--- config.mk ---
export PLATFORM = sky130hd
export DESIGN_NAME = mmu_top
export DESIGN_NICKNAME = d
export VERILOG_FILES = /design/src/hw/mmu_pkg.sv /design/src/hw/mmu_top.sv /design/src/hw/mmu_walk_ctrl.sv /design/src/hw/mmu_tlb.sv /design/src/hw/mmu_perm_check.sv
export SDC_FILE = /design/constraint.sdc
export NUM_CORES = 1
export LEC_CHECK = 0
export BUFFER_PORTS_ARGS = -buffer_cell sky130_fd_sc_hd__buf_2
export CORE_ASPECT_RATIO = 1.5
export CORE_MARGIN = 3
export CORE_UTILIZATION = 45
export DETAILED_ROUTE_END_ITERATION = 10
export MAX_ROUTING_LAYER = met4
export PLACE_DENSITY_LB_ADDON = 0.2
export SYNTH_ARGS = -nofsm -noshare
export SYNTH_HDL_FRONTEND = slang
export SYNTH_SLANG_ARGS = --single-unit
--- constraint.sdc ---
create_clock -name clk -period 5.4 [get_ports clk]
set_clock_uncertainty 0.05 [all_clocks]
set_input_delay 0 -clock clk [delete_from_list [all_inputs] [get_ports clk]]
set_output_delay 0 -clock clk [all_outputs]
set_load 0.01 [all_outputs]
--- src/hw/mmu_pkg.sv ---
/*
 * Sv32 MMU shared definitions
 *   Address, VPN and PPN widths
 *   PTE flag bit positions
 *   Privilege mode codes and the satp mode bit
 *   pte_u union with raw and field views of one PTE
 */
`default_nettype none

package mmu_pkg;

  // ====================================================================
  // Address geometry
  // ====================================================================
  localparam int XLEN          = 32;  // VA and PTE width
  localparam int PA_BITS       = 34;  // Sv32 physical address
  localparam int PAGE_SHIFT    = 12;  // 4 KB pages
  localparam int VPN_BITS      = 10;  // One VPN slice
  localparam int VPN_FULL_BITS = 20;  // VPN[1] and VPN[0]
  localparam int PPN_BITS      = 22;
  localparam int PTE_SHIFT     = 2;   // 4-byte PTEs

  // satp layout
  localparam int SATP_MODE_BIT = 31;  // 1 selects Sv32

  // ====================================================================
  // PTE flag positions
  // ====================================================================
  localparam int PTE_V = 0;  // Valid
  localparam int PTE_R = 1;  // Readable
  localparam int PTE_W = 2;  // Writable
  localparam int PTE_X = 3;  // Executable
  localparam int PTE_U = 4;  // User page
  localparam int PTE_G = 5;  // Global
  localparam int PTE_A = 6;  // Accessed
  localparam int PTE_D = 7;  // Dirty

  // Privilege modes
  localparam logic [1:0] PRIV_U = 2'd0;
  localparam logic [1:0] PRIV_S = 2'd1;
  localparam logic [1:0] PRIV_M = 2'd3;  // 2 is reserved

  // ====================================================================
  // PTE word
  // ====================================================================
  // Same 32 bits seen two ways by the walker
  typedef union packed {
    logic [XLEN-1:0] raw;            // Word as returned by memory
    struct packed {
      logic [PPN_BITS-1:0] ppn;      // PPN[1] and PPN[0]
      logic [1:0]          rsw;      // Software bits, ignored
      logic [7:0]          flags;    // D A G U X W R V
    } fields;
  } pte_u;

endpackage

`default_nettype wire
--- src/hw/mmu_top.sv ---
/*
 * Sv32 MMU top level
 *   TLB and walk controller instances
 *   Core, CSR, flush and PTE memory ports
 */
`timescale 1ns/1ps
`default_nettype none

module mmu_top #(
  parameter int TLB_ENTRIES = 4
) (
  input  logic                          clk,
  input  logic                          reset_n,
  // Core request and response
  input  logic                          req_valid,
  input  logic [mmu_pkg::XLEN-1:0]      req_vaddr,
  input  logic                          req_is_store,
  input  logic                          req_is_fetch,
  output logic                          resp_valid,       // One-cycle pulse
  output logic [mmu_pkg::PA_BITS-1:0]   resp_paddr,
  output logic                          resp_page_fault,
  output logic [mmu_pkg::XLEN-1:0]      resp_fault_vaddr,
  // PTE memory port
  output logic                          ptw_req_valid,
  output logic [mmu_pkg::PA_BITS-1:0]   ptw_req_addr,
  input  logic                          ptw_resp_valid,
  input  logic [mmu_pkg::XLEN-1:0]      ptw_resp_data,
  // CSR state
  input  logic [mmu_pkg::XLEN-1:0]      satp,
  input  logic [1:0]                    priv_mode,
  input  logic                          sum,
  input  logic                          mxr,
  // TLB maintenance
  input  logic                          flush_all,
  input  logic                          flush_vaddr,
  input  logic [mmu_pkg::XLEN-1:0]      flush_addr
);

  logic                                tlb_hit;
  logic [mmu_pkg::PPN_BITS-1:0]        tlb_ppn;
  logic [7:0]                          tlb_flags;
  logic                                fill_en;
  logic [mmu_pkg::VPN_FULL_BITS-1:0]   fill_vpn;
  logic [mmu_pkg::PPN_BITS-1:0]        fill_ppn;
  logic [7:0]                          fill_flags;

  mmu_tlb #(
    .TLB_ENTRIES (TLB_ENTRIES)
  ) tlb_i (
    .clk          (clk),
    .reset_n      (reset_n),
    .lookup_vaddr (req_vaddr),
    .tlb_hit      (tlb_hit),
    .tlb_ppn      (tlb_ppn),
    .tlb_flags    (tlb_flags),
    .fill_en      (fill_en),
    .fill_vpn     (fill_vpn),
    .fill_ppn     (fill_ppn),
    .fill_flags   (fill_flags),
    .flush_all    (flush_all),
    .flush_vaddr  (flush_vaddr),
    .flush_addr   (flush_addr)
  );

  mmu_walk_ctrl walk_ctrl_i (
    .clk              (clk),
    .reset_n          (reset_n),
    .req_valid        (req_valid),
    .req_vaddr        (req_vaddr),
    .req_is_store     (req_is_store),
    .req_is_fetch     (req_is_fetch),
    .satp             (satp),
    .priv_mode        (priv_mode),
    .sum              (sum),
    .mxr              (mxr),
    .tlb_hit          (tlb_hit),
    .tlb_ppn          (tlb_ppn),
    .tlb_flags        (tlb_flags),
    .fill_en          (fill_en),
    .fill_vpn         (fill_vpn),
    .fill_ppn         (fill_ppn),
    .fill_flags       (fill_flags),
    .ptw_req_valid    (ptw_req_valid),
    .ptw_req_addr     (ptw_req_addr),
    .ptw_resp_valid   (ptw_resp_valid),
    .ptw_resp_data    (ptw_resp_data),
    .resp_valid       (resp_valid),
    .resp_paddr       (resp_paddr),
    .resp_page_fault  (resp_page_fault),
    .resp_fault_vaddr (resp_fault_vaddr)
  );

endmodule

`default_nettype wire

--- src/hw/mmu_walk_ctrl.sv ---
/*
 * MMU request sequencer
 *   Bare mode and TLB hit answers
 *   Two-level Sv32 page table walk
 *   TLB fill and fault response
 *   Release wait closing each exchange
 */
`timescale 1ns/1ps
`default_nettype none

module mmu_walk_ctrl (
  input  logic                                clk,
  input  logic                                reset_n,
  input  logic                                req_valid,
  input  logic [mmu_pkg::XLEN-1:0]            req_vaddr,
  input  logic                                req_is_store,
  input  logic                                req_is_fetch,
  input  logic [mmu_pkg::XLEN-1:0]            satp,
  input  logic [1:0]                          priv_mode,
  input  logic                                sum,
  input  logic                                mxr,
  input  logic                                tlb_hit,
  input  logic [mmu_pkg::PPN_BITS-1:0]        tlb_ppn,
  input  logic [7:0]                          tlb_flags,
  output logic                                fill_en,
  output logic [mmu_pkg::VPN_FULL_BITS-1:0]   fill_vpn,
  output logic [mmu_pkg::PPN_BITS-1:0]        fill_ppn,
  output logic [7:0]                          fill_flags,
  output logic                                ptw_req_valid,
  output logic [mmu_pkg::PA_BITS-1:0]         ptw_req_addr,
  input  logic                                ptw_resp_valid,
  input  logic [mmu_pkg::XLEN-1:0]            ptw_resp_data,
  output logic                                resp_valid,
  output logic [mmu_pkg::PA_BITS-1:0]         resp_paddr,
  output logic                                resp_page_fault,
  output logic [mmu_pkg::XLEN-1:0]            resp_fault_vaddr
);

  localparam logic [2:0] ST_IDLE    = 3'd0;
  localparam logic [2:0] ST_READ    = 3'd1;  // PTE read in flight
  localparam logic [2:0] ST_FILL    = 3'd2;  // fill_en cycle
  localparam logic [2:0] ST_RESPOND = 3'd3;  // Translation pulse
  localparam logic [2:0] ST_FAULT   = 3'd4;  // Fault pulse
  localparam logic [2:0] ST_RELEASE = 3'd5;  // Wait for req_valid low

  logic [2:0]                 state_q;
  logic                       level_q;    // 1 = root table
  logic [mmu_pkg::XLEN-1:0]   vaddr_q;    // Latched on a miss
  logic                       store_q;
  logic                       fetch_q;
  mmu_pkg::pte_u              rd_pte;     // Reply word view
  mmu_pkg::pte_u              pte_q;      // Leaf kept for the fill

  logic xlat_en, accept, got_pte, pte_leaf, pte_ptr, walk_ok, walk_next, allowed;
  logic [7:0] chk_flags;

  assign rd_pte.raw = ptw_resp_data;

  // Sv32 on and below M mode
  assign xlat_en = satp[mmu_pkg::SATP_MODE_BIT] && (priv_mode != mmu_pkg::PRIV_M);
  assign accept  = (state_q == ST_IDLE) && req_valid;
  assign got_pte = (state_q == ST_READ) && ptw_req_valid && ptw_resp_valid;

  assign pte_leaf = rd_pte.fields.flags[mmu_pkg::PTE_R] || rd_pte.fields.flags[mmu_pkg::PTE_X];
  assign pte_ptr  = rd_pte.fields.flags[mmu_pkg::PTE_V] && !pte_leaf &&
                    !rd_pte.fields.flags[mmu_pkg::PTE_W];
  assign walk_ok   = got_pte && pte_leaf && !level_q && allowed;  // Superpages fault
  assign walk_next = got_pte && pte_ptr && level_q;

  // TLB flags when idle, reply flags during the walk
  assign chk_flags = (state_q == ST_IDLE) ? tlb_flags : rd_pte.fields.flags;

  mmu_perm_check perm_check_i (
    .flags     (chk_flags),
    .is_store  ((state_q == ST_IDLE) ? req_is_store : store_q),
    .is_fetch  ((state_q == ST_IDLE) ? req_is_fetch : fetch_q),
    .priv_mode (priv_mode),
    .sum       (sum),
    .mxr       (mxr),
    .allowed   (allowed)
  );

  // ====================================================================
  // Control FSM
  // ====================================================================
  always_ff @(posedge clk or negedge reset_n) begin
    if (!reset_n) begin
      state_q         <= ST_IDLE;
      level_q         <= 1'b0;
      ptw_req_valid   <= 1'b0;
      resp_valid      <= 1'b0;
      resp_page_fault <= 1'b0;
    end else begin
      resp_valid      <= 1'b0;  // Pulses by default
      resp_page_fault <= 1'b0;
      case (state_q)
        ST_IDLE: if (accept) begin
          if (!xlat_en || (tlb_hit && allowed)) begin
            resp_valid <= 1'b1;
            state_q    <= ST_RESPOND;
          end else if (tlb_hit) begin
            resp_valid      <= 1'b1;
            resp_page_fault <= 1'b1;
            state_q         <= ST_FAULT;
          end else begin
            ptw_req_valid <= 1'b1;  // Root PTE read
            level_q       <= 1'b1;
            state_q       <= ST_READ;
          end
        end
        ST_READ: begin
          if (!ptw_req_valid) begin
            ptw_req_valid <= 1'b1;  // Level-0 read after a gap cycle
          end else if (ptw_resp_valid) begin
            ptw_req_valid <= 1'b0;
            if (walk_ok) begin
              state_q <= ST_FILL;
            end else if (walk_next) begin
              level_q <= 1'b0;
            end else begin
              resp_valid      <= 1'b1;
              resp_page_fault <= 1'b1;
              state_q         <= ST_FAULT;
            end
          end
        end
        ST_FILL: begin
          resp_valid <= 1'b1;
          state_q    <= ST_RESPOND;
        end
        ST_RESPOND, ST_FAULT: state_q <= ST_RELEASE;
        ST_RELEASE: if (!req_valid) state_q <= ST_IDLE;
        default: state_q <= ST_IDLE;
      endcase
    end
  end

  // ====================================================================
  // Addresses and latched request
  // ====================================================================
  always_ff @(posedge clk) begin
    if (accept) begin
      vaddr_q      <= req_vaddr;
      store_q      <= req_is_store;
      fetch_q      <= req_is_fetch;
      ptw_req_addr <= {satp[mmu_pkg::PPN_BITS-1:0],
                       req_vaddr[mmu_pkg::XLEN-1 -: mmu_pkg::VPN_BITS],
                       {mmu_pkg::PTE_SHIFT{1'b0}}};  // satp.ppn*4K + VPN[1]*4
      if (!xlat_en) begin
        resp_paddr <= {{(mmu_pkg::PA_BITS - mmu_pkg::XLEN){1'b0}}, req_vaddr};
      end else if (tlb_hit && allowed) begin
        resp_paddr <= {tlb_ppn, req_vaddr[mmu_pkg::PAGE_SHIFT-1:0]};
      end else if (tlb_hit) begin
        resp_fault_vaddr <= req_vaddr;
      end
    end
    if (got_pte) begin
      pte_q <= rd_pte;
      if (walk_next) begin
        ptw_req_addr <= {rd_pte.fields.ppn,
                         vaddr_q[mmu_pkg::PAGE_SHIFT +: mmu_pkg::VPN_BITS],
                         {mmu_pkg::PTE_SHIFT{1'b0}}};
      end else if (!walk_ok) begin
        resp_fault_vaddr <= vaddr_q;
      end
    end
    if (state_q == ST_FILL) begin
      resp_paddr <= {pte_q.fields.ppn, vaddr_q[mmu_pkg::PAGE_SHIFT-1:0]};
    end
  end

  // Fill straight from the kept leaf
  assign fill_en    = (state_q == ST_FILL);
  assign fill_vpn   = vaddr_q[mmu_pkg::XLEN-1:mmu_pkg::PAGE_SHIFT];
  assign fill_ppn   = pte_q.fields.ppn;
  assign fill_flags = pte_q.fields.flags;

endmodule

`default_nettype wire

--- src/hw/mmu_tlb.sv ---
/*
 * Fully associative TLB of 4 KB translations
 *   Valid, VPN, PPN and flag arrays
 *   Combinational lookup on the full VPN
 *   Fill at the round-robin victim pointer
 *   Flush-all and flush-by-address
 */
`timescale 1ns/1ps
`default_nettype none

module mmu_tlb #(
  parameter int TLB_ENTRIES = 4  // Power of two, at least 2
) (
  input  logic                                clk,
  input  logic                                reset_n,
  input  logic [mmu_pkg::XLEN-1:0]            lookup_vaddr,
  output logic                                tlb_hit,
  output logic [mmu_pkg::PPN_BITS-1:0]        tlb_ppn,
  output logic [7:0]                          tlb_flags,
  input  logic                                fill_en,      // One-cycle write strobe
  input  logic [mmu_pkg::VPN_FULL_BITS-1:0]   fill_vpn,
  input  logic [mmu_pkg::PPN_BITS-1:0]        fill_ppn,
  input  logic [7:0]                          fill_flags,
  input  logic                                flush_all,
  input  logic                                flush_vaddr,
  input  logic [mmu_pkg::XLEN-1:0]            flush_addr
);

  localparam int IDX_BITS = $clog2(TLB_ENTRIES);

  // ====================================================================
  // Storage
  // ====================================================================
  logic [TLB_ENTRIES-1:0]              valid_q;
  logic [mmu_pkg::VPN_FULL_BITS-1:0]   vpn_q   [TLB_ENTRIES];
  logic [mmu_pkg::PPN_BITS-1:0]        ppn_q   [TLB_ENTRIES];
  logic [7:0]                          flags_q [TLB_ENTRIES];
  logic [IDX_BITS-1:0]                 victim_q;  // Next entry to replace

  logic [mmu_pkg::VPN_FULL_BITS-1:0]   lookup_vpn;
  logic [mmu_pkg::VPN_FULL_BITS-1:0]   flush_vpn;

  assign lookup_vpn = lookup_vaddr[mmu_pkg::XLEN-1:mmu_pkg::PAGE_SHIFT];
  assign flush_vpn  = flush_addr[mmu_pkg::XLEN-1:mmu_pkg::PAGE_SHIFT];

  // Lookup across all entries
  always_comb begin
    tlb_hit   = 1'b0;
    tlb_ppn   = '0;
    tlb_flags = '0;
    for (int i = 0; i < TLB_ENTRIES; i++) begin
      if (valid_q[i] && (vpn_q[i] == lookup_vpn)) begin
        tlb_hit   = 1'b1;
        tlb_ppn   = ppn_q[i];
        tlb_flags = flags_q[i];
      end
    end
  end

  // ====================================================================
  // Valid bits and victim pointer
  // ====================================================================
  always_ff @(posedge clk or negedge reset_n) begin
    if (!reset_n) begin
      valid_q  <= '0;
      victim_q <= '0;
    end else begin
      if (fill_en) begin
        valid_q[victim_q] <= 1'b1;
        victim_q          <= victim_q + IDX_BITS'(1);  // Wraps at TLB_ENTRIES
      end
      // Flushes override a same-cycle fill
      if (flush_all) begin
        valid_q <= '0;
      end else if (flush_vaddr) begin
        for (int i = 0; i < TLB_ENTRIES; i++) begin
          if (vpn_q[i] == flush_vpn) valid_q[i] <= 1'b0;
        end
      end
    end
  end

  // Entry payload
  always_ff @(posedge clk) begin
    if (fill_en) begin
      vpn_q[victim_q]   <= fill_vpn;
      ppn_q[victim_q]   <= fill_ppn;
      flags_q[victim_q] <= fill_flags;
    end
  end

endmodule

`default_nettype wire

--- src/hw/mmu_perm_check.sv ---
/*
 * Leaf PTE permission check for one access
 *   Malformed PTE rejection
 *   U/S page rules with SUM
 *   Load, store and fetch rights with MXR
 */
`timescale 1ns/1ps
`default_nettype none

module mmu_perm_check (
  input  logic [7:0] flags,      // PTE flags byte
  input  logic       is_store,
  input  logic       is_fetch,
  input  logic [1:0] priv_mode,
  input  logic       sum,        // S-mode may touch U pages
  input  logic       mxr,        // X pages readable
  output logic       allowed
);

  logic v, r, w, x, u;
  logic leaf_ok;   // Valid and well-formed leaf
  logic priv_ok;   // Privilege vs U bit
  logic type_ok;   // Access type vs R/W/X

  assign v = flags[mmu_pkg::PTE_V];
  assign r = flags[mmu_pkg::PTE_R];
  assign w = flags[mmu_pkg::PTE_W];
  assign x = flags[mmu_pkg::PTE_X];
  assign u = flags[mmu_pkg::PTE_U];

  // Pointer (no R/W/X) and W-without-R are both rejected
  assign leaf_ok = v && (r || w || x) && !(w && !r);

  always_comb begin
    case (priv_mode)
      mmu_pkg::PRIV_U: priv_ok = u;          // User needs U page
      mmu_pkg::PRIV_S: priv_ok = !u || sum;  // U page only with SUM
      default:         priv_ok = 1'b1;       // M mode is never translated
    endcase
  end

  // Fetch needs X, store needs W, load needs R or X under MXR
  assign type_ok = is_fetch ? x :
                   is_store ? w :
                   (r || (x && mxr));

  assign allowed = leaf_ok && priv_ok && type_ok;

endmodule

`default_nettype wire

==> impl_results.md, run 1 <==
- Core ar.: 33700 µm²
- Post-DRT Antenna Nets: 0
- Relative slew slack: 26.5%
- Clock tree buffer depth: 3
- Final Util: 56.6%
- TritonCTS buffer count: 36
- First-pass GRT wire length: 64000 µm
- Post-synth ARST share: 3.59%
- Ratio of cells with drive above 1 in the final layout: 22.5%
- Worst Path Max Fanout: 33
- P_leak: 6.76 nW
- Number of enable flip-flop cells after synthesis: 283
- DIE AREA: 36600 µm²
- Post-Syn Area per Cell: 13.7 µm²
- Post-place setup slack: 767 ps
- CP bufs+invs: 1
- Grt ovf: 0
- ANT cells: 0
- Final setup margin: 776 ps
- Area grow syn2layout: 23.2%
- Die Width: 157 µm
- Power Density: 433 nW/µm²
- Peak Freq: 216 MHz
- Peak supply drop: 0.000295 V
- Switching Share: 28.9%
- CP max-delay cell: or4_1
- I/O pin total: 243
- Starting Density: 45.9%
- Net switching power: 2.38 mW
- Setup TNS Final: 0 ps
- Nets: 1562
- Crit share post-route: 85.6%
- Mapped cell area: 15400 µm²
- Post-synthesis sequential area ratio: 65.7%
- Worst Path Arrival: 4970 ps
- Crit path max-delay family: simple AND/OR/NAND/NOR gates
- DRC: 0
- CTS tree: yes
- Worst-path clk slew: 60 ps
- Slew Limit Fails: 0
- Syn nets: 1272
- Post-CTS sizing: 0
- Total of max-cap violations: 0
- Reg area: 10100 µm²
- Avg WL per Cell: 23.2 µm
- Int Pwr: 5.87 mW
- Die Y: 233 µm
- Largest net degree at the start of global routing: 60
- Slew @ Worst Pin: 1090 ps
- Power share of the combinational group: 21.2%
- Crit Path Category: register to register
- CP max stage delay: 630 ps
- Startpoint types: register
- YS warnings: 0
- Routed WL: 43300 µm
- Top FF cell, synth: edfxtp_1
- Port buffer count: 216
- Tightest Hold Check Type: primary input to register
- 1st-pass router iterations: 5
- Critical path's most frequent cell: mux2_1
- GRT Overall Usage: 24.0%
- RD Place Congestion: 0.923
- H-tree Lvls: 2
- Area of the multi-input gates: 4960 µm²
- # fillers: 2829
- Cells after Synth: 1128
- Clock latency on the worst-skew pair: 540 ps
- RSZ-0062 raised after global routing: false
- DR vias: 10300
- Total power: 8.25 mW
- Final hold vios: 0
- Synth unique cells: 56
- Clock root buffer: clkbuf_16
- Post-DP HPWL: 29400 µm
- Critical Path End Type: register
- Via/cell ratio: 5.55
- Status: completed
- Flop pwr share: 48.3%
- # clock sinks: 362
- Number of global-route vias before repair: 10500
- Register bit total from synthesis: 362
- Tmin final: 4620 ps
- Row cnt: 82
- Initial antenna violation count: 1
- CP Cell Sequence: xnor2_1 > nand4_1 > or4_1 > or2_2 > o211ai_1 > a21oi_1 > o32a_4 > o311ai_4 > buf_4 > mux2_1 > mux2_1
- Clock share of power: 30.5%
- DRT iter0 DRCs: 669
- Final setup fails: 0
- Worst EP required: 5750 ps
==> per-stage QoR <==
step,hold WS (ps),area [µm²],instances
after global placement,-112,16900,1706
after detailed placement,-112,16900,1706
after floorplan,-346,15400,1128
after global routing,88.4,19000,1865
after CTS,4.88,19000,1865
final,20.8,19000,1865
==> state kept, by name, indices dropped and copies added (netlist names) <==
register,flops
tlb_i.flags_q,20
tlb_i.ppn_q,88
tlb_i.valid_q,4
tlb_i.victim_q,2
tlb_i.vpn_q,80
walk_ctrl_i.fetch_q,1
walk_ctrl_i.level_q,1
walk_ctrl_i.pte_q,27
walk_ctrl_i.ptw_req_addr,34
walk_ctrl_i.ptw_req_valid,1
walk_ctrl_i.resp_fault_vaddr,32
walk_ctrl_i.resp_paddr,34
walk_ctrl_i.resp_page_fault,1
walk_ctrl_i.resp_valid,1
walk_ctrl_i.state_q,3
walk_ctrl_i.store_q,1
walk_ctrl_i.vaddr_q,32
==> cell usage after synthesis, drive strengths merged, types with 14 or more instances <==
cell | instances | share of area (%)
clkbuf | 54 | 1.3
inv | 14 | 0.34
buf | 23 | 0.87
nand2 | 92 | 2.2
o21ai | 77 | 2.5
mux2i | 33 | 2.1
a21oi | 14 | 0.48
a221oi | 22 | 1.2
edfxtp | 283 | 55
nor4 | 27 | 1.1
xor2 | 63 | 3.6
xnor2 | 97 | 5.5
nor3 | 17 | 0.62
nor2 | 41 | 1.0
mux2 | 77 | 5.6
nand4 | 22 | 0.89
dfxtp | 66 | 8.6
o311ai | 21 | 1.3
==> power groups by stage <==
stage / Clock [mW] / Combinational (mW) / Sequential (mW)
6_report: 2.52 / 1.75 / 3.98
5_1_grt: 2.68 / 1.92 / 4.04
4_1_cts: 2.57 / 1.77 / 3.98
3_5_place_dp: 0 / 1.72 / 4.03
3_3_place_gp: 0 / 1.68 / 4.02
2_1_floorplan: 0 / 0.886 / 4.07
==> cell usage in the layout (no fill, tap or decap), drive strengths merged, types with 41 or more instances in the layout <==
cell         instances
dfxtp               66
nor2                41
o21ai               77
edfxtp             283
mux2                77
buf                235
clkbuf              48
xor2                63
xnor2               97
dlygate4sd3         94
nand2               92
==> cell families (layout without fill, tap and decap cells) <==
logic type                 count (synthesis)  in the layout  synth area share [%]
and+or+nand+nor                          241            241                  7.62
muxes                                    110            110                  7.75
buffers and inverters                     91            408                  2.53
adders and majority gates                  4              4                 0.324
DFF                                      362            362                  65.7
AOI/OAI and AO/OA                        160            160                  7.03
xor gates and xnor gates                 160            160                  9.07
==> worst reg2reg max path: cells and delay by family (launching register included) <==
kind,cells,cell delay (ps)
compound gates,4,1090
flops,1,420
xor+xnor,1,330
simple gates,3,1380
mux,2,690
buf+inv,1,550
==> layout make-up <==
type / count / share of cell area, %
flip-flops and latches: 362 / 53.3
repair buffers: 329 / 11.4
inverters: 14 / 0.283
clock inverters: 17 / 1.03
well taps: 420 / 2.76
multi-input cells: 675 / 26.1
clock buffers: 48 / 5.13
==> repair_timing <==
| item | CTS | global route |
|---|---|---|
| hold buffers | 94 | 0 |
| hold endpoints to repair | 153 | 0 |
| setup buffers | 0 | 0 |
==> path summary, 6_finish.rpt <==
kind	end	startpoint	cells past startpoint	slack, ps
max	walk_ctrl_i.resp_fault_vaddr[26]	tlb_i.vpn_q[2][13]	11	780
min	walk_ctrl_i.ptw_req_addr[19]	ptw_resp_valid	5	20
max reg2reg	walk_ctrl_i.resp_fault_vaddr[26]	tlb_i.vpn_q[2][13]	11	780
min reg2reg	walk_ctrl_i.ptw_req_addr[0]	walk_ctrl_i.ptw_req_addr[0]	1	430
max in group asynchronous	walk_ctrl_i.state_q[0]	reset_n	3	4280
min in group asynchronous	walk_ctrl_i.ptw_req_valid	reset_n	3	540
==> metal layers <==
metal	wire length [µm]	track usage (%)
met1	16500	28.9
met2	22800	41.8
met3	2440	2.83
met4	1580	8.36
met5	0	-
Note: power is estimated with default switching activity, not from simulation.
==> run 2: changes to the inputs <==
clock period = 4.4 ns   (was 5.4 ns; I/O delays follow)
==> run 2 against run 1 <==
Against the previous run:
- register-to-register slack got worse by 540 ps
- core utilization grew 0.35 points
- maximum frequency rose by 11%
- first-iteration DRC count decreased by 3.7%
- via count grew 0.27%
- die area unchanged
- largest power group unchanged
- combinational power up 26%
==> impl_results.md, run 2 (synthesis results as in run 1) <==
- Status: completed
- Worst-path clk slew: 60 ps (about the same)
- Slew Limit Fails: 0 (unchanged)
- CP max-delay cell: edfxtp_1
- Avg WL per Cell: 22.6 µm (-2.5%)
- Crit path max-delay family: simple AND/OR/NAND/NOR gates
- Slew @ Worst Pin: 1290 ps (+201 ps)
- DIE AREA: 36600 µm² (unchanged)
- Tightest Hold Check Type: primary input to register
- First-pass GRT wire length: 62800 µm (-1.9%)
- DRT iter0 DRCs: 644 (-3.7%)
- TritonCTS buffer count: 36 (unchanged)
- Leading cell type in the layout, fill and taps excluded: edfxtp_1
- Die Width: 157 µm (unchanged)
- Power share of the combinational group: 21.9% (+0.7 points)
- Worst hold start: flush_addr[28]
- Tmin final: 4170 ps (-459 ps)
- Crit share post-route: 94.7% (+9.0 points)
- P_leak: 6.83 nW (+0.91%)
- Row cnt: 82 (unchanged)
- # clock sinks: 362 (unchanged)
- WHS: 2.18 ps (-18.7 ps)
- Total power: 10.1 mW (+22%)
- Largest net degree at the start of global routing: 60 (unchanged)
- Post-route cell area: 19100 µm² (+0.62%)
- RSZ-0062 raised after global routing: false
- RD Place Congestion: 0.920 (-0.34%)
- Largest register FFs: 88 (unchanged)
- Number of global-route vias before repair: 10600 (+0.54%)
- H-tree Lvls: 2 (unchanged)
- Post-DP HPWL: 29500 µm (+0.27%)
- Peak supply drop: 0.000340 V (+15%)
- Port buffer count: 216 (unchanged)
- DRC: 0 (unchanged)
- Cell Area, Placed: 17100 µm² (+0.99%)
- Clock tree buffer depth: 3 (unchanged)
- Net switching power: 2.94 mW (+23%)
- RR Startpoint: tlb_i.vpn_q[1][13]
- CP Cell Sequence: xor2_1 > nor4_1 > nand4_1 > buf_4 > or3_4 > a311o_1 > and4_4 > o32a_4 > o311ai_4 > buf_12 > mux2_1 > mux2_1
- Final setup margin: 235 ps (-541 ps)
- Post-place setup slack: 183 ps (-584 ps)
- CTS tree: yes
- Worst Path Max Fanout: 20 (-39%)
- Grt ovf: 0 (unchanged)
- Switching Share: 29.2% (+0.35 points)
- Via/cell ratio: 5.53 (-0.37%)
- Setup crit start: tlb_i.vpn_q[1][13]
- Final setup fails: 0 (unchanged)
- Core ar.: 33700 µm² (unchanged)
- GRT Overall Usage: 23.6% (-0.47 points)
- Die Y: 233 µm (unchanged)
- Critical path's most frequent cell: mux2_1
- Relative slew slack: 13.0% (-14 points)
- Setup TNS Final: 0 ps (unchanged)
- Worst Path Arrival: 4520 ps (-450 ps)
- Final hold vios: 0 (unchanged)
- Critical Path End Type: register
- Worst EP required: 4760 ps (-990 ps)
- Nets: 1575 (+0.83%)
- Starting Density: 45.9% (unchanged)
- Most frequent cells in the layout: edfxtp_1 (283), buf_2 (216), xnor2_1 (97), nand2_1 (92), dlygate4sd3_1 (91)
- Flop pwr share: 48.6% (+0.3 points)
- Total of max-cap violations: 0 (unchanged)
- Power Density: 525 nW/µm² (+21%)
- 1st-pass router iterations: 5 (unchanged)
- Most flop-heavy register: tlb_i.ppn_q
- Flop-to-flop setup slack: 230 ps (-540 ps)
- Initial antenna violation count: 0 (-1)
- Clock root buffer: clkbuf_16
- Post-DRT Antenna Nets: 0 (unchanged)
- ANT cells: 0 (unchanged)
- DR vias: 10400 (+0.27%)
- Routed WL: 42500 µm (-1.8%)
- Int Pwr: 7.11 mW (+21%)
- Peak Freq: 240 MHz (+11%)
- Clock share of power: 29.6% (-0.9 points)
- Area grow syn2layout: 24.0%
- CP max stage delay: 420 ps (-210 ps)
- Top Registers: tlb_i.ppn_q: 88 flops, tlb_i.vpn_q: 80 flops
- Clock latency on the worst-skew pair: 530 ps (about the same)
- I/O pin total: 243 (unchanged)
- Startpoint types: register
- Ratio of cells with drive above 1 in the final layout: 23.7% (+1.2 points)
- CP bufs+invs: 2 (+1)
- Crit Path Category: register to register
run 2: changes by cell type in the layout (fill, tap and decap cells not counted), moves of 2 or more:
cell / previous run / this run
buf_4: 18 / 29
clkbuf_1: 9 / 2
buf_12: 1 / 6
clkinv_1: 4 / 7
clkinv_2: 8 / 11
clkinvlp_4: 0 / 3
dlygate4sd3_1: 94 / 91
bufinv_16: 4 / 2
run 2: per-stage QoR:
stage	utilization (%)	instances
floorplan	-	1128
CTS	56.8	1875
finish	56.9	1877
global placement	50.8	1720
detailed placement	50.8	1720
global route	56.9	1877
run 2: final timing paths:
check                                                  end  depth (start not counted)
setup / recovery           walk_ctrl_i.resp_fault_vaddr[6]                         12
hold / removal                            tlb_i.valid_q[3]                          5
setup reg to reg           walk_ctrl_i.resp_fault_vaddr[6]                         12
hold reg to reg                walk_ctrl_i.ptw_req_addr[1]                          1
max in group asynchronous      walk_ctrl_i.resp_page_fault                          3
min in group asynchronous              walk_ctrl_i.level_q                          3
run 2: metal layers:
| metal | global-route usage [%] | vias up | part of all wire (%) |
|---|---|---|---|
| li1 | - | 4794 | - |
| met1 | 28.5 | 5147 | 40 |
| met2 | 40.6 | 356 | 52 |
| met3 | 2.90 | 75 | 4.5 |
| met4 | 8.36 | 0 | 3.5 |
| met5 | - | - | 0 |
run 2: power by group through the flow:
stage	Clock, mW	Sequential [mW]	Combinational (mW)
2_1_floorplan	0	4.99	1.09
3_3_place_gp	0	4.92	2.11
3_5_place_dp	0	4.94	2.16
4_1_cts	3.04	4.88	2.22
5_1_grt	3.16	4.95	2.40
6_report	2.97	4.88	2.20
run 2: tightest hold or removal path, stage by stage:
cell     delay [ps]
buf_2           150
xnor2_1          90
nand4_1          70
nor4_1           70
nor3_1          120
run 2: timing repair:
item / in CTS / in global routing
gates resized for setup: 0 / 1
hold buffers: 91 / 0
buffers inserted: 0 / 2
endpoints found under the hold margin: 153 / 0
setup endpoints to repair: 0 / 6
run 2: layout make-up:
class	count	area, µm²
Fill cell	2709	14500
Tap cell	420	526
Clock inverter	23	168
Timing Repair Buffer	342	2330
Sequential cell	362	10100
Clock buffer	41	961
Inverter	14	53.8
Multi-Input combinational cell	675	4970
==> run 3: changes to the inputs <==
ABC_AREA = 1   (was unset)
==> run 3 against run 2 <==
Against the previous run:
- cell count is 37% higher
- total power is 2.8% higher
- maximum frequency up 11%
- critical path depth grew 7
- synthesized cell count is 56% higher
- largest power group unchanged
- wire length rose by 41%
- sequential power down 2%
- flip-flop and latch count is the same
- clock power grew 7.1%
- register-to-register slack gained 400 ps
- largest cell class unchanged
- via count increased by 36%
==> impl_results.md, run 3 <==
- Ratio of cells with drive above 1 in the final layout: 16.8% (-6.8 points)
- Cells after Synth: 1756 (+56%)
- DR vias: 14100 (+36%)
- # clock sinks: 362 (unchanged)
- Post-route cell area: 20600 µm² (+7.6%)
- ANT cells: 0 (unchanged)
- GRT Overall Usage: 31.0% (+7.5 points)
- TritonCTS buffer count: 36 (unchanged)
- Crit share post-route: 85.6% (-9.1 points)
- Mapped cell area: 16700 µm² (+7.9%)
- Final hold vios: 0 (unchanged)
- Peak supply drop: 0.000411 V (+21%)
- DIE AREA: 39400 µm² (+7.6%)
- Grt ovf: 0 (unchanged)
- Clock tree buffer depth: 3 (unchanged)
- Largest net degree at the start of global routing: 60 (unchanged)
- Worst hold start: priv_mode[0]
- DRC: 0 (unchanged)
- Syn nets: 1900 (+49%)
- P_leak: 8.80 nW (+29%)
- Via/cell ratio: 5.48 (-0.86%)
- Post-synthesis sequential area ratio: 60.9% (-4.8 points)
- Worst-path clk slew: 70 ps (about the same)
- RD Place Congestion: 0.954 (+3.7%)
- Status: completed
- R2R depth: 19 (+7)
- Post-Syn Area per Cell: 9.49 µm² (-31%)
- H-tree Lvls: 2 (unchanged)
- Leading cell type in the layout, fill and taps excluded: nand2_1
- I/O pin total: 243 (unchanged)
- Hold Crit Depth: 5 (unchanged)
- Critical R2R Capture: walk_ctrl_i.resp_fault_vaddr[6]
- Most flop-heavy register: tlb_i.ppn_q
- Critical Path End Type: register
- Worst Path Max Fanout: 22 (+10%)
- Core ar.: 36300 µm² (+7.8%)
- Peak Freq: 266 MHz (+11%)
- Avg WL per Cell: 23.2 µm (+2.7%)
- Area grow syn2layout: 23.6%
- Post-DP HPWL: 43700 µm (+48%)
- Slew Limit Fails: 0 (unchanged)
- Worst EP required: 4820 ps (+60 ps)
- Die Width: 163 µm (+3.7%)
- Routed WL: 59900 µm (+41%)
- Worst Path Arrival: 4180 ps (-340 ps)
- Total of max-cap violations: 0 (unchanged)
- Hold-fix buffers, CTS: 93 (+2.2%)
- Most frequent cells in the layout: nand2_1 (450), edfxtp_1 (283), buf_2 (216), nor2_1 (181), inv_1 (174)
- Yosys top cell by area: edfxtp_1
- Worst Hold Endpoint: walk_ctrl_i.state_q[1]
- Initial antenna violation count: 0 (unchanged)
- Post-CTS Setup Bufs: 0 (unchanged)
- Top Registers: tlb_i.ppn_q: 88 flops, tlb_i.vpn_q: 80 flops
- Clock latency on the worst-skew pair: 530 ps (about the same)
- Largest register FFs: 88 (unchanged)
- Row cnt: 85 (+3.7%)
- First-pass GRT wire length: 88000 µm (+40%)
- Port buffer count: 216 (unchanged)
- Number of enable flip-flop cells after synthesis: 283 (unchanged)
- Startpoint types: register
- DRT iter0 DRCs: 1055 (+64%)
- Flop-to-flop setup slack: 630 ps (+400 ps)
- Synth top area share: 51.0% (-4.0 points)
- Die Y: 242 µm (+3.8%)
- Post-DRT Antenna Nets: 0 (unchanged)
- RSZ-0062 raised after global routing: false
- Synth top area cells: edfxtp_1 (51%), nand2_1 (10%), dfxtp_1 (7.9%)
- 1st-pass router iterations: 5 (unchanged)
- Clock root buffer: clkbuf_16
- Power Density: 502 nW/µm² (-4.4%)
- Nets: 2218 (+41%)
- YS warnings: 0 (unchanged)
- Crit Path Category: register to register
- Post-CTS sizing: 0 (unchanged)
- Setup TNS Final: 0 ps (unchanged)
- Post-synth ARST share: 3.59% (unchanged)
- Commonest cells in the netlist: nand2_1 (450), edfxtp_1 (283), nor2_1 (188)
- Tightest Hold Check Type: primary input to register
- Cell Area, Placed: 18500 µm² (+8.0%)
- Top FF cell, synth: edfxtp_1
- Register bit total from synthesis: 362 (unchanged)
- Number of global-route vias before repair: 13900 (+32%)
- Synth unique cells: 48 (-14%)
- Final setup fails: 0 (unchanged)
- Tmin final: 3770 ps (-400 ps)
- Slew @ Worst Pin: 1070 ps (-227 ps)
- Relative slew slack: 28.2% (+15 points)
- CTS tree: yes
- Leading cell type by number of instances after synthesis: nand2_1
- RR Startpoint: tlb_i.vpn_q[2][5]
- Starting Density: 45.9% (about the same)
-- run 3: cell types whose count changed after synthesis, moves of 32 or more --
cell	before	now
nand2_1	92	450
inv_1	13	174
nor2_1	41	188
nand3_1	11	93
xnor2_1	97	18
mux2_1	58	0
a21oi_1	13	68
nand4_1	22	57
mux2i_1	33	0
xor2_1	63	31
-- run 3: how the worst max path moves through the flow --
stage / depth (start not counted) / from / slack, ps / end
after floorplan: 7 / walk_ctrl_i.state_q[1] / 400 / walk_ctrl_i.resp_paddr[0]
after global placement: 16 / tlb_i.vpn_q[2][18] / 690 / walk_ctrl_i.resp_fault_vaddr[8]
after detailed placement: 16 / tlb_i.vpn_q[2][6] / 690 / walk_ctrl_i.resp_fault_vaddr[6]
after CTS: 19 / tlb_i.vpn_q[2][5] / 650 / walk_ctrl_i.resp_fault_vaddr[6]
after global routing: 19 / tlb_i.vpn_q[2][3] / 370 / walk_ctrl_i.resp_fault_vaddr[18]
final: 19 / tlb_i.vpn_q[2][5] / 630 / walk_ctrl_i.resp_fault_vaddr[6]
-- run 3: cell families after synthesis --
logic type	share of synthesized area (%)
compound gates	8.17
xor+xnor	2.58
fa+ha+maj	0.300
buf+inv	6.14
flops	60.9
simple gates	21.9
-- run 3: routing by layer --
layer	share of wire (%)	global-route usage, %	vias to the layer above
li1	-	-	6589
met4	6.3	16.9	0
met3	5.0	2.94	151
met2	53	54.6	583
met1	36	34.3	6811
met5	0	-	-
-- run 3: cell type report --
type                            count  area (µm²)
Clock buffer                       47         973
Clock inverter                     19         231
Fill cell                        3207       15700
Inverter                          192         721
Multi-Input combinational cell   1136        5550
Sequential cell                   362       10100
Tap cell                          478         598
Timing Repair Buffer              346        2380
-- run 3: worst max-delay path: stages, from the launching register on --
cell and delay (ps):
edfxtp_1 540, inv_1 110, nand2_1 150, nand2_1 70, nor2_1 110, nand3_1 80, nor2_1 150, nand3_1 560
buf_4 430, nand2_1 100, nand2_1 50, nand2_1 60, nand2_1 50, nand2_1 100, a21oi_4 60, nand4_2 110
nand2_2 190, inv_2 500, nand2_1 130, nand2_1 90
-- run 3: power by group --
group / switching (mW) / leakage, nW / internal (mW) / total [mW]
registers: 0.376 / 3.28 / 4.39 / 4.77
logic: 1.54 / 4.93 / 0.850 / 2.39
clock network: 1.31 / 0.589 / 1.87 / 3.18
total: 3.22 / 8.80 / 7.11 / 10.3
-- run 3: per-stage QoR --
| stage | setup WS [ps] | total power, mW | hold slack, ps | util [%] | std cells |
|---|---|---|---|---|---|
| finish | 635 | 10.3 | 52.8 | 56.8 | 2580 |
| global route | 367 | 10.8 | 83.6 | 56.8 | 2580 |
| CTS | 654 | 10.4 | 32.2 | 56.8 | 2580 |
| detailed placement | 692 | 7.14 | -105 | 50.9 | 2421 |
| global placement | 693 | 7.09 | -104 | 50.9 | 2421 |
| floorplan | 404 | 6.03 | -346 | - | 1756 |
